### src/logic/bmc_pkg.sv
package bmc_pkg;

  // Bus widths.
  typedef logic [15:0] data_t;
  typedef logic [15:0] addr_t;     // Region in [15:8], offset in [7:0].

  // ADC sample and channel.
  typedef logic [11:0] adc_t;
  typedef logic [2:0]  chan_t;
  typedef logic [7:0]  chan_mask_t;  // One bit per channel.

  // Bit 0 is a level violation, bit 1 a bus memory violation.
  typedef logic [1:0]  irq_vec_t;

  typedef logic [7:0]  bm_count_t;

  localparam int NUM_CHANNELS = 8;
  localparam int NUM_SLAVES   = 3;

  // Region byte of the memory map.
  localparam logic [7:0] REGION_LC  = 8'd1;
  localparam logic [7:0] REGION_IRQ = 8'd2;
  localparam logic [7:0] REGION_BM  = 8'd3;

  // Level checker. Channel c has low at 2c and high at 2c+1.
  localparam logic [7:0] LC_THRESH_OFS   = 8'd0;
  localparam logic [7:0] LC_IN_RANGE_OFS = 8'd16;  // Read only.
  localparam logic [7:0] LC_ENABLE_OFS   = 8'd17;

  // IRQ controller.
  localparam logic [7:0] IRQ_STATUS_OFS = 8'd0;  // Write 1 to clear.
  localparam logic [7:0] IRQ_MASK_OFS   = 8'd1;

  // Bus monitor.
  localparam logic [7:0] BM_ADDR_OFS = 8'd0;  // Any write clears the monitor.
  localparam logic [7:0] BM_INFO_OFS = 8'd1;  // Write flag in bit 8, count below.

  // Slave positions on the decoder.
  localparam int SLV_LC  = 0;
  localparam int SLV_IRQ = 1;
  localparam int SLV_BM  = 2;

endpackage

### src/logic/lc_cfg_if.sv
`timescale 1ns/1ps

interface lc_cfg_if;
  import bmc_pkg::*;

  adc_t       lo_thresh [NUM_CHANNELS];
  adc_t       hi_thresh [NUM_CHANNELS];
  chan_mask_t enable;
  chan_mask_t in_range;  // Status back from the checker.

  modport regs (output lo_thresh, hi_thresh, enable, input in_range);

  modport chk (input lo_thresh, hi_thresh, enable, output in_range);

endinterface

### src/logic/wb_if.sv
`timescale 1ns/1ps

interface wb_if;
  import bmc_pkg::*;

  logic  cyc;
  logic  stb;
  logic  we;
  addr_t adr;
  data_t dat_w;
  data_t dat_r;  // Valid together with ack.
  logic  ack;

  // Decoder side.
  modport dec (output cyc, stb, we, adr, dat_w, input dat_r, ack);

  // Slave side.
  modport slv (input cyc, stb, we, adr, dat_w, output dat_r, ack);

endinterface

### src/logic/bmc_top.sv
`timescale 1ns/1ps

module bmc_top (
  input  logic           gclk40,
  input  logic           hard_reset,
  input  logic           host_cyc_i,
  input  logic           host_stb_i,
  input  logic           host_we_i,
  input  bmc_pkg::addr_t host_adr_i,
  input  bmc_pkg::data_t host_dat_i,
  output bmc_pkg::data_t host_dat_o,
  output logic           host_ack_o,
  output logic           host_err_o,
  input  logic           adc_strb_i,
  input  bmc_pkg::adc_t  adc_result_i,
  input  bmc_pkg::chan_t adc_channel_i,
  output logic           irq_o
);
  import bmc_pkg::*;

  wb_if     slv_bus [NUM_SLAVES] ();
  lc_cfg_if lc_cfg ();

  logic     soft_viol;
  logic     bm_memv;
  logic     bm_we;
  addr_t    bm_addr;
  irq_vec_t irq_src;

  assign irq_src = {bm_memv, soft_viol};  // Level violation in bit 0.

  bus_decoder bus_decoder_inst (
    .gclk40     (gclk40),     .hard_reset (hard_reset),
    .host_cyc_i (host_cyc_i), .host_stb_i (host_stb_i), .host_we_i (host_we_i),
    .host_adr_i (host_adr_i), .host_dat_i (host_dat_i), .host_dat_o (host_dat_o),
    .host_ack_o (host_ack_o), .host_err_o (host_err_o),
    .slv        (slv_bus),
    .bm_memv_o  (bm_memv),    .bm_we_o    (bm_we),      .bm_addr_o  (bm_addr)
  );

  level_checker_regs level_checker_regs_inst (
    .gclk40     (gclk40),     .hard_reset (hard_reset),
    .bus        (slv_bus[SLV_LC]),
    .cfg        (lc_cfg)
  );

  level_checker level_checker_inst (
    .gclk40        (gclk40),        .hard_reset   (hard_reset),
    .adc_strb_i    (adc_strb_i),    .adc_result_i (adc_result_i),
    .adc_channel_i (adc_channel_i),
    .cfg           (lc_cfg),
    .soft_viol_o   (soft_viol)
  );

  irq_controller irq_controller_inst (
    .gclk40     (gclk40),     .hard_reset (hard_reset),
    .bus        (slv_bus[SLV_IRQ]),
    .irq_src_i  (irq_src),    .irq_o      (irq_o)
  );

  bus_monitor bus_monitor_inst (
    .gclk40     (gclk40),     .hard_reset (hard_reset),
    .bus        (slv_bus[SLV_BM]),
    .bm_memv_i  (bm_memv),    .bm_we_i    (bm_we),      .bm_addr_i  (bm_addr)
  );

endmodule

### src/logic/bus_decoder.sv
`timescale 1ns/1ps

module bus_decoder (
  input  logic           gclk40,
  input  logic           hard_reset,
  input  logic           host_cyc_i,
  input  logic           host_stb_i,
  input  logic           host_we_i,
  input  bmc_pkg::addr_t host_adr_i,
  input  bmc_pkg::data_t host_dat_i,
  output bmc_pkg::data_t host_dat_o,
  output logic           host_ack_o,
  output logic           host_err_o,
  wb_if.dec              slv [bmc_pkg::NUM_SLAVES],
  output logic           bm_memv_o,
  output logic           bm_we_o,
  output bmc_pkg::addr_t bm_addr_o
);
  import bmc_pkg::*;

  logic [NUM_SLAVES-1:0] sel;
  logic [NUM_SLAVES-1:0] ack_vec;
  data_t                 rd_data [NUM_SLAVES];
  logic                  host_req;
  logic                  unmapped;
  logic                  viol_q;

  assign host_req = host_cyc_i & host_stb_i;
  assign unmapped = host_req & ~(|sel) & ~viol_q;  // One err per held request.

  // Region byte to one-hot slave select.
  always_comb begin
    sel = '0;
    case (host_adr_i[15:8])
      REGION_LC:  sel[SLV_LC]  = 1'b1;
      REGION_IRQ: sel[SLV_IRQ] = 1'b1;
      REGION_BM:  sel[SLV_BM]  = 1'b1;
      default:    sel = '0;
    endcase
  end

  for (genvar i = 0; i < NUM_SLAVES; i++) begin : g_slv
    assign slv[i].cyc   = host_cyc_i & sel[i];
    assign slv[i].stb   = host_stb_i & sel[i];
    assign slv[i].we    = host_we_i;
    assign slv[i].adr   = host_adr_i;
    assign slv[i].dat_w = host_dat_i;
    assign ack_vec[i]   = slv[i].ack;
    assign rd_data[i]   = slv[i].dat_r;
  end

  always_comb begin
    host_dat_o = '0;
    for (int i = 0; i < NUM_SLAVES; i++) begin
      if (sel[i]) begin
        host_dat_o = rd_data[i];
      end
    end
  end

  assign host_ack_o = |ack_vec;

  // Err and memv share one flop.
  always_ff @(posedge gclk40) begin
    if (!hard_reset) begin
      viol_q <= 1'b0;
    end else begin
      viol_q <= unmapped;
    end
  end

  always_ff @(posedge gclk40) begin
    if (unmapped) begin
      bm_addr_o <= host_adr_i;  // Offending access.
      bm_we_o   <= host_we_i;
    end
  end

  assign host_err_o = viol_q;
  assign bm_memv_o  = viol_q;

endmodule

### src/logic/bus_monitor.sv
`timescale 1ns/1ps

module bus_monitor (
  input logic           gclk40,
  input logic           hard_reset,
  wb_if.slv             bus,
  input logic           bm_memv_i,
  input logic           bm_we_i,
  input bmc_pkg::addr_t bm_addr_i
);
  import bmc_pkg::*;

  logic [7:0] ofs;
  logic       accept;
  logic       clr;
  bm_count_t  count_q;
  addr_t      addr_q;
  logic       we_q;
  data_t      rd_mux;

  assign ofs    = bus.adr[7:0];
  assign accept = bus.cyc & bus.stb & ~bus.ack;
  assign clr    = accept & bus.we & (ofs == BM_ADDR_OFS);

  always_ff @(posedge gclk40) begin
    if (!hard_reset || clr) begin
      count_q <= '0;
      addr_q  <= '0;
      we_q    <= 1'b0;
    end else if (bm_memv_i) begin
      if (count_q == '0) begin  // Keep only the first one.
        addr_q <= bm_addr_i;
        we_q   <= bm_we_i;
      end
      if (count_q != '1) begin
        count_q <= count_q + 1'b1;  // Saturates at 255.
      end
    end
  end

  always_comb begin
    case (ofs)
      BM_ADDR_OFS: rd_mux = addr_q;
      BM_INFO_OFS: rd_mux = {7'b0, we_q, count_q};
      default:     rd_mux = '0;
    endcase
  end

  always_ff @(posedge gclk40) begin
    if (!hard_reset) begin
      bus.ack <= 1'b0;
    end else begin
      bus.ack <= accept;
    end
  end

  always_ff @(posedge gclk40) begin
    if (accept) begin
      bus.dat_r <= rd_mux;
    end
  end

endmodule

### src/logic/irq_controller.sv
`timescale 1ns/1ps

module irq_controller (
  input  logic              gclk40,
  input  logic              hard_reset,
  wb_if.slv                 bus,
  input  bmc_pkg::irq_vec_t irq_src_i,
  output logic              irq_o
);
  import bmc_pkg::*;

  logic [7:0] ofs;
  logic       accept;
  logic       wr_en;
  irq_vec_t   status_q;
  irq_vec_t   mask_q;
  irq_vec_t   clr;
  data_t      rd_mux;

  assign ofs    = bus.adr[7:0];
  assign accept = bus.cyc & bus.stb & ~bus.ack;
  assign wr_en  = accept & bus.we;
  assign clr    = (wr_en && ofs == IRQ_STATUS_OFS) ? irq_vec_t'(bus.dat_w) : '0;

  always_ff @(posedge gclk40) begin
    if (!hard_reset) begin
      status_q <= '0;
      mask_q   <= '0;
      irq_o    <= 1'b0;
    end else begin
      status_q <= (status_q & ~clr) | irq_src_i;  // A new event beats the clear.
      irq_o    <= |(status_q & mask_q);
      if (wr_en && ofs == IRQ_MASK_OFS) begin
        mask_q <= irq_vec_t'(bus.dat_w);
      end
    end
  end

  always_comb begin
    case (ofs)
      IRQ_STATUS_OFS: rd_mux = data_t'(status_q);
      IRQ_MASK_OFS:   rd_mux = data_t'(mask_q);
      default:        rd_mux = '0;
    endcase
  end

  always_ff @(posedge gclk40) begin
    if (!hard_reset) begin
      bus.ack <= 1'b0;
    end else begin
      bus.ack <= accept;
    end
  end

  always_ff @(posedge gclk40) begin
    if (accept) begin
      bus.dat_r <= rd_mux;
    end
  end

endmodule

### src/logic/level_checker.sv
`timescale 1ns/1ps

module level_checker (
  input  logic            gclk40,
  input  logic            hard_reset,
  input  logic            adc_strb_i,
  input  bmc_pkg::adc_t   adc_result_i,
  input  bmc_pkg::chan_t  adc_channel_i,
  lc_cfg_if.chk           cfg,
  output logic            soft_viol_o
);
  import bmc_pkg::*;

  chan_mask_t in_range_q;
  logic       chan_en;
  logic       in_window;

  assign chan_en = cfg.enable[adc_channel_i];

  // Window is inclusive at both ends.
  assign in_window = (adc_result_i >= cfg.lo_thresh[adc_channel_i]) &&
                     (adc_result_i <= cfg.hi_thresh[adc_channel_i]);

  always_ff @(posedge gclk40) begin
    if (!hard_reset) begin
      in_range_q  <= '1;    // All channels good until sampled.
      soft_viol_o <= 1'b0;
    end else begin
      soft_viol_o <= adc_strb_i & chan_en & ~in_window;
      if (adc_strb_i && chan_en) begin
        in_range_q[adc_channel_i] <= in_window;
      end
    end
  end

  assign cfg.in_range = in_range_q;

endmodule

### src/logic/level_checker_regs.sv
`timescale 1ns/1ps

module level_checker_regs (
  input logic    gclk40,
  input logic    hard_reset,
  wb_if.slv      bus,
  lc_cfg_if.regs cfg
);
  import bmc_pkg::*;

  logic [7:0] ofs;
  logic [7:0] th_idx;
  chan_t      th_chan;
  logic       th_hit;
  logic       accept;
  logic       wr_en;
  adc_t       lo_q [NUM_CHANNELS];
  adc_t       hi_q [NUM_CHANNELS];
  chan_mask_t enable_q;
  data_t      rd_mux;

  assign ofs     = bus.adr[7:0];
  assign accept  = bus.cyc & bus.stb & ~bus.ack;
  assign wr_en   = accept & bus.we;
  assign th_idx  = ofs - LC_THRESH_OFS;
  assign th_hit  = th_idx < 8'(2 * NUM_CHANNELS);
  assign th_chan = th_idx[$clog2(NUM_CHANNELS):1];  // Bit 0 picks low or high.

  always_ff @(posedge gclk40) begin
    if (!hard_reset) begin
      for (int c = 0; c < NUM_CHANNELS; c++) begin
        lo_q[c] <= '0;
        hi_q[c] <= '1;  // Full scale window.
      end
      enable_q <= '0;
    end else if (wr_en) begin
      if (th_hit && th_idx[0]) begin
        hi_q[th_chan] <= adc_t'(bus.dat_w);
      end else if (th_hit) begin
        lo_q[th_chan] <= adc_t'(bus.dat_w);
      end else if (ofs == LC_ENABLE_OFS) begin
        enable_q <= chan_mask_t'(bus.dat_w);
      end
    end
  end

  // Read back. In-range is status only, undefined offsets read 0.
  always_comb begin
    rd_mux = '0;
    if (th_hit) begin
      rd_mux = th_idx[0] ? data_t'(hi_q[th_chan]) : data_t'(lo_q[th_chan]);
    end else if (ofs == LC_IN_RANGE_OFS) begin
      rd_mux = data_t'(cfg.in_range);
    end else if (ofs == LC_ENABLE_OFS) begin
      rd_mux = data_t'(enable_q);
    end
  end

  always_ff @(posedge gclk40) begin
    if (!hard_reset) begin
      bus.ack <= 1'b0;
    end else begin
      bus.ack <= accept;
    end
  end

  always_ff @(posedge gclk40) begin
    if (accept) begin
      bus.dat_r <= rd_mux;
    end
  end

  assign cfg.lo_thresh = lo_q;
  assign cfg.hi_thresh = hi_q;
  assign cfg.enable    = enable_q;

endmodule

### config.mk
export PLATFORM = sky130hd
export DESIGN_NAME = bmc_top
export DESIGN_NICKNAME = d
export VERILOG_FILES = /design/src/logic/bmc_pkg.sv /design/src/logic/lc_cfg_if.sv /design/src/logic/wb_if.sv /design/src/logic/bmc_top.sv /design/src/logic/bus_decoder.sv /design/src/logic/bus_monitor.sv /design/src/logic/irq_controller.sv /design/src/logic/level_checker.sv /design/src/logic/level_checker_regs.sv
export SDC_FILE = /design/constraint.sdc
export NUM_CORES = 1
export LEC_CHECK = 0
export BUFFER_PORTS_ARGS = -buffer_cell sky130_fd_sc_hd__buf_2
export CORE_ASPECT_RATIO = 0.7
export CORE_MARGIN = 8
export CORE_UTILIZATION = 58
export CTS_CLUSTER_DIAMETER = 200
export DETAILED_ROUTE_END_ITERATION = 7
export PLACE_DENSITY = 0.76
export SYNTH_ARGS = -nofsm -noshare
export SYNTH_HDL_FRONTEND = slang
export SYNTH_SLANG_ARGS = --single-unit
### constraint.sdc
create_clock -name gclk40 -period 4.1 [get_ports gclk40]
set_clock_uncertainty 0.15 [all_clocks]
set_input_delay 0.41 -clock gclk40 [delete_from_list [all_inputs] [get_ports gclk40]]
set_output_delay 0.41 -clock gclk40 [all_outputs]
set_load 0.02 [all_outputs]
==> impl_metrics.ini, run 1 <==
[global_route]
grt_remaining_overflow = 0
grt_max_degree = 61
grt_pass1_wl_microns = 68000
antenna_found_initial = 3
gr-usage-all-layers = 0.299
grt_pass1_vias = 11400

[place]
portBuffers = 67
hpwl_microns = 29700
pre_cts_ws_ps = 295
gp_congestion = 0.971

[detailed_routing]
dr.first_iter.drc_count = 1998
first_pass_iters = 6
drc = 0
wl_per_cell_microns = 24.4
wirelength_microns = 45100
vias_per_cell = 6.69
ant_nets = 0
vias = 12400

[logic_synthesis]
synthXorXnorAreaFrac = 0.00445
yosys.area_share.adder = 0.0236
netlist_area_sq_mm = 0.0138
synth_edf_count = 47
muxShareOfSynthArea = 0.129
synth_seq_cells = 290
synth_common_cells = 243 x dfxtp_1, 202 x nand2_1, 170 x mux2i_1
synth_top_family_by_area = simple AND/OR/NAND/NOR gates
synthCells = 1469
yosysMostFrequentCell = dfxtp_1
syn_avg_cell_area_sq_um = 9.37
yosys_most_used_dff = dfxtp_1
yosysWarningCount = 0
synth_top_cell_by_area = dfxtp_1
yosysUniqueCellTypes = 60
synth-simple-area-share = 0.189
synth.area.top_cells = dfxtp_1 35%, mux2i_1 12%, edfxtp_1 10%
synth_compound_area_frac = 0.152
synth_top_area_share = 0.353
ys_seq_area_frac = 0.456
synthArstFlopShare = 0
synth_fp_nets = 1548

[sta]
setup_ws_ps = 485
setup_viol = 0
fmax_mhz = 277
finalCriticalPeriod_ps = 3610
hold_viol_final = 0
setup_tns_ps = 0
rsz0062_at_grt = no
holdWs_ps = 20.5
maxSlewViolCount = 0
tightest_slew_ps = 947
finalCritPeriodShare = 0.882
slew_headroom = 0.368

[cts]
cts_tree = done
cts_root_buf = clkbuf_16
cts.sinks = 290
numCtsBuffers = 28
htree_levels = 1
clkTransAtPathRegs_ps = 60
clockBufferDepth = 3
clk_latency_ps = 550

[cells_and_area]
drive_gt1_frac = 0.132
area_growth_syn_to_layout_pct = 12.5
nNetsFinal = 1588
fillerInstances = 1861

[floorplanning]
fp.dieH_microns = 145
rows = 47
boundaryPins = 72
start_util = 0.587
coreArea_sq_mm = 0.0235
die_w_microns = 200
die_area_sq_mm = 0.0290

[critical_path]
rrSetupSlack_ps = 1020
cp-start-kind = input port
cpMostUsedCell = buf_2
path_delay_family = simple AND/OR/NAND/NOR gates
worstPathMaxFanout = 10
crit_buf_inv = 3
cpMaxStageDelayCell = nor2_1
critPathMaxStageDelay_ps = 630
worstPathRequired_ps = 3540
timing.rr.end = level_checker_inst.cfg.in_range[2]$_SDFFE_PN1P_
path_cells = dlygate4sd3_1 -> buf_2 -> nor4_2 -> and2_1 -> nand2_1 -> nor2_1 -> a22o_1 -> buf_2
criticalPathCategory = input port to output pin
setup.worst_path.end_class = output pin
r2r_cells = 13
r2r-start = level_checker_regs_inst.cfg.lo_thresh[36]$_SDFFE_PN0P_
worstPathArrival_ps = 3050
startpoint = host_adr_i[11]

[run_status]
status = finished clean

[min_path]
hp-start = host_adr_i[4]
worstHoldEndpoint = bus_decoder_inst.bm_addr_o[4]$_DFFE_PP_
hp-class = input port to register
holdPathStages = 1

[run]
cap_viol_max_count = 0

[power]
p_leak_nw = 5.95
ir_worst_vdd_uv = 339
power.density_mw_per_mm2 = 397
==> kinds of logic after synthesis <==
kind of cell,Yosys count
muxes,177
and+or+nand+nor,562
AOI/OAI and AO/OA,274
buffers and inverters,133
adders and majority gates,26
xor gates and xnor gates,7
DFF,290
==> sequential cells by signal, indices dropped and copies added, names as in the netlist, 2 cells and up <==
name                                   count
irq_controller_inst.bus.dat_r              2
level_checker_regs_inst.cfg.hi_thresh     96
level_checker_regs_inst.bus.dat_r         12
bus_monitor_inst.count_q                   8
level_checker_regs_inst.cfg.enable         8
level_checker_inst.cfg.in_range            8
level_checker_regs_inst.cfg.lo_thresh     96
irq_controller_inst.mask_q                 2
bus_monitor_inst.addr_q                   16
irq_controller_inst.status_q               2
bus_decoder_inst.bm_addr_o                16
bus_monitor_inst.bus.dat_r                16
==> metrics by stage <==
stage	total power [mW]	utilization	std cells	area (sq um)
floorplan	3.24	-	1469	13800
global route	6.30	0.660	1849	15500
CTS	6.14	0.660	1848	15500
global placement	3.40	0.612	1785	14400
detailed placement	3.41	0.612	1785	14400
finish	6.15	0.660	1849	15500
==> cells in the final DEF, fill, tap and decap left out, types with 4 or more instances in the layout <==
cell type        n
nor2_1         161
bufinv_16        4
a21oi_1         13
and4_1           6
a222oi_1         8
o21ai_0         21
edfxtp_1        47
clkinvlp_4       4
a31oi_1          5
mux2i_1        170
inv_1            6
nand4_1         21
clkbuf_16       29
xnor2_1          4
o311ai_0         8
a22oi_1        124
buf_4           57
a22o_1          47
nor3b_2          4
buf_2           66
nor2_2           8
dfxtp_1        243
and3_1          27
and2_1          14
nand3_1         78
ha_1            26
dlygate4sd3_1   12
mux2_2           7
nor3_1           5
a221oi_1        29
clkbuf_8         5
nand2_1        202
nor2b_1          7
==> metal layers <==
layer	up-vias	routed length (microns)	track usage
met5	-	13	0
met4	2	1830	0.117
met3	180	6110	0.0738
met2	908	18900	0.451
met1	5835	18200	0.409
li1	5436	-	-
==> report_power, final <==
group / internal [mW] / switching (mW)
Combinational: 0.156 / 0.320
Clock: 1.63 / 1.14
Sequential: 2.90 / 0.00670
==> worst max-delay path by stage <==
stage,end,slack [ps],cells after the start
after global placement,level_checker_inst.cfg.in_range[6]$_SDFFE_PN1P_,390,13
after CTS,host_dat_o[6],530,8
after detailed placement,level_checker_inst.cfg.in_range[3]$_SDFFE_PN1P_,300,15
final,host_dat_o[6],490,8
after global routing,host_dat_o[6],380,8
after floorplan,level_checker_inst.cfg.in_range[0]$_SDFFE_PN1P_,670,12
==> cell type report <==
class | instances | area [sq um] | area share
antenna | 1 | 2.50 | 0.000162
clock buffer | 36 | 802 | 0.0518
clock inverter | 15 | 190 | 0.0123
inverter | 7 | 26.3 | 0.00170
multi-input combinational | 1046 | 6890 | 0.445
sequential | 290 | 6280 | 0.405
tap | 318 | 398 | 0.0257
timing repair buffer | 136 | 898 | 0.0580
==> what timing repair did <==
action                    CTS  global route
hold endpoints to repair   12             0
hold buffers               12             0
buffers inserted            0             0
gates resized for setup     0             0
Power figures use the tool's default switching activity.
==> run 2: changes to the inputs <==
--- a/config.mk
+++ b/config.mk
@@ -8,10 +8,10 @@
 export BUFFER_PORTS_ARGS = -buffer_cell sky130_fd_sc_hd__buf_2
 export CORE_ASPECT_RATIO = 0.7
 export CORE_MARGIN = 8
-export CORE_UTILIZATION = 58
+export CORE_UTILIZATION = 40
 export CTS_CLUSTER_DIAMETER = 200
 export DETAILED_ROUTE_END_ITERATION = 7
-export PLACE_DENSITY = 0.76
+export REMOVE_ABC_BUFFERS = 1
 export SYNTH_ARGS = -nofsm -noshare
 export SYNTH_HDL_FRONTEND = slang
 export SYNTH_SLANG_ARGS = --single-unit
==> run 2 against run 1 <==
  * Clock power increased by 5%
  * Critical path type unchanged
  * Global-route usage decreased by 7.0 points
  * Cell area grew 1.3%
  * Utilization down 19 points
  * Sequential share of layout area fell by 0.52 points
  * Sequential power about the same
  * Largest power group unchanged
  * Critical path depth unchanged
  * Sequential cell count unchanged
  * Worst setup slack gained 81 ps
  * Critical endpoint is now host_dat_o[9]
  * Combinational power up 3%
  * Register-to-register slack better by 100 ps
  * Fmax rose by 2.3%
==> impl_metrics.ini, run 2 (synthesis gave the netlist of run 1 again) <==
[run_status]
status = finished clean

[sta]
setup_viol = 0
setup_ws_ps = 567
maxSlewViolCount = 0
setup_tns_ps = 0
slew_headroom = 0.240
finalCriticalPeriod_ps = 3530
hold_viol_final = 0
finalCritPeriodShare = 0.862
fmax_mhz = 283
holdWs_ps = 31.6
tightest_slew_ps = 1140
rsz0062_at_grt = no

[cts]
cts_root_buf = clkbuf_16
cts_hold_buf = 12
cts_tree = done
cts.sinks = 290
clockBufferDepth = 3
htree_levels = 1
clk_latency_ps = 570
numCtsBuffers = 29
clkTransAtPathRegs_ps = 60
post_cts_buffers = 0
cts_resized = 0

[critical_path]
startpoint = host_adr_i[11]
rrSetupSlack_ps = 1120
criticalPathCategory = input port to output pin
worstPathMaxFanout = 10
cp-start-kind = input port
r2r-start = level_checker_regs_inst.cfg.lo_thresh[36]$_SDFFE_PN0P_
worstPathArrival_ps = 2970
setup.worst_path.end_class = output pin
worstPathRequired_ps = 3540

[floorplanning]
start_util = 0.408
rows = 56
fp.dieH_microns = 171
die_area_sq_mm = 0.0407
die_w_microns = 238
boundaryPins = 72
coreArea_sq_mm = 0.0337

[global_route]
grt_pass1_wl_microns = 71800
gr-usage-all-layers = 0.229
grt_max_degree = 111
grt_pass1_vias = 11200
antenna_found_initial = 1
grt_remaining_overflow = 0

[cells_and_area]
multi_input_area_sq_mm = 0.00692
fillerInstances = 3226
drive_gt1_frac = 0.133
area_growth_syn_to_layout_pct = 14.0
nNetsFinal = 1580
final_core_util = 0.465
final_cell_mix = 243 x dfxtp_1, 202 x nand2_1, 170 x mux2i_1
layout_commonest_cell = dfxtp_1
seqCellArea_sq_mm = 0.00628
final_area_sq_mm = 0.0157
final_cells = 1989

[place]
pre_cts_ws_ps = 384
dpl-instance-area_sq_mm = 0.0145
portBuffers = 67
hpwl_microns = 30800
gp_congestion = 0.900
dp.cells = 1922

[detailed_routing]
wl_per_cell_microns = 24.2
first_pass_iters = 8
wirelength_microns = 48200
vias = 12000
ant_nets = 0
drc = 0
dr.first_iter.drc_count = 1750
vias_per_cell = 6.02

[power]
ir_worst_vdd_uv = 327
p_leak_nw = 5.94
power_mw = 6.30
power.density_mw_per_mm2 = 401

[min_path]
hp-class = input port to register
hp-start = host_adr_i[4]

[run]
cap_viol_max_count = 0
## run 2: cell count changes in the layout (fill, tap and decap cells not counted), sizes merged
cell      previous run  this run
clkinv               7         8
clkinvlp             4         1
clkbuf              36        39
bufinv               4         6
buf                124       115
## run 2: worst paths after layout
kind,endpoint,cells past startpoint
worst min register to register,bus_monitor_inst.addr_q[5]$_SDFFE_PP0P_,2
worst min-delay path,bus_decoder_inst.bm_addr_o[4]$_DFFE_PP_,1
worst max register to register,level_checker_inst.cfg.in_range[1]$_SDFFE_PN1P_,13
worst max-delay path,host_dat_o[9],8
## run 2: critical path: stages
cell and delay, ps:
dlygate4sd3_1 530, buf_2 130, nor4_2 500, and2_1 270
nand2_1 100, nor2_1 580, a22o_1 260, buf_2 180
## run 2: where the power goes
part | leakage, nW | internal [mW] | total [mW] | switching [mW]
clock network | 0.504 | 1.73 | 2.90 | 1.17
registers | 2.39 | 2.90 | 2.91 | 0.00686
logic | 3.05 | 0.155 | 0.489 | 0.334
## run 2: layout make-up
cell class	count	share of cell area
multi-input cells	1046	0.441
flip-flops and latches	290	0.400
repair buffers	127	0.0546
clock buffers	39	0.0506
well taps	464	0.0370
clock inverters	15	0.0148
inverters	7	0.00175
diodes	1	0.000160
## run 2: metal layers
metal	GRT usage	vias up	share of wire
met1	0.339	5748	0.44
li1	-	5428	-
met4	0.0694	0	0.028
met2	0.323	686	0.41
met3	0.0561	106	0.12
met5	0	-	0
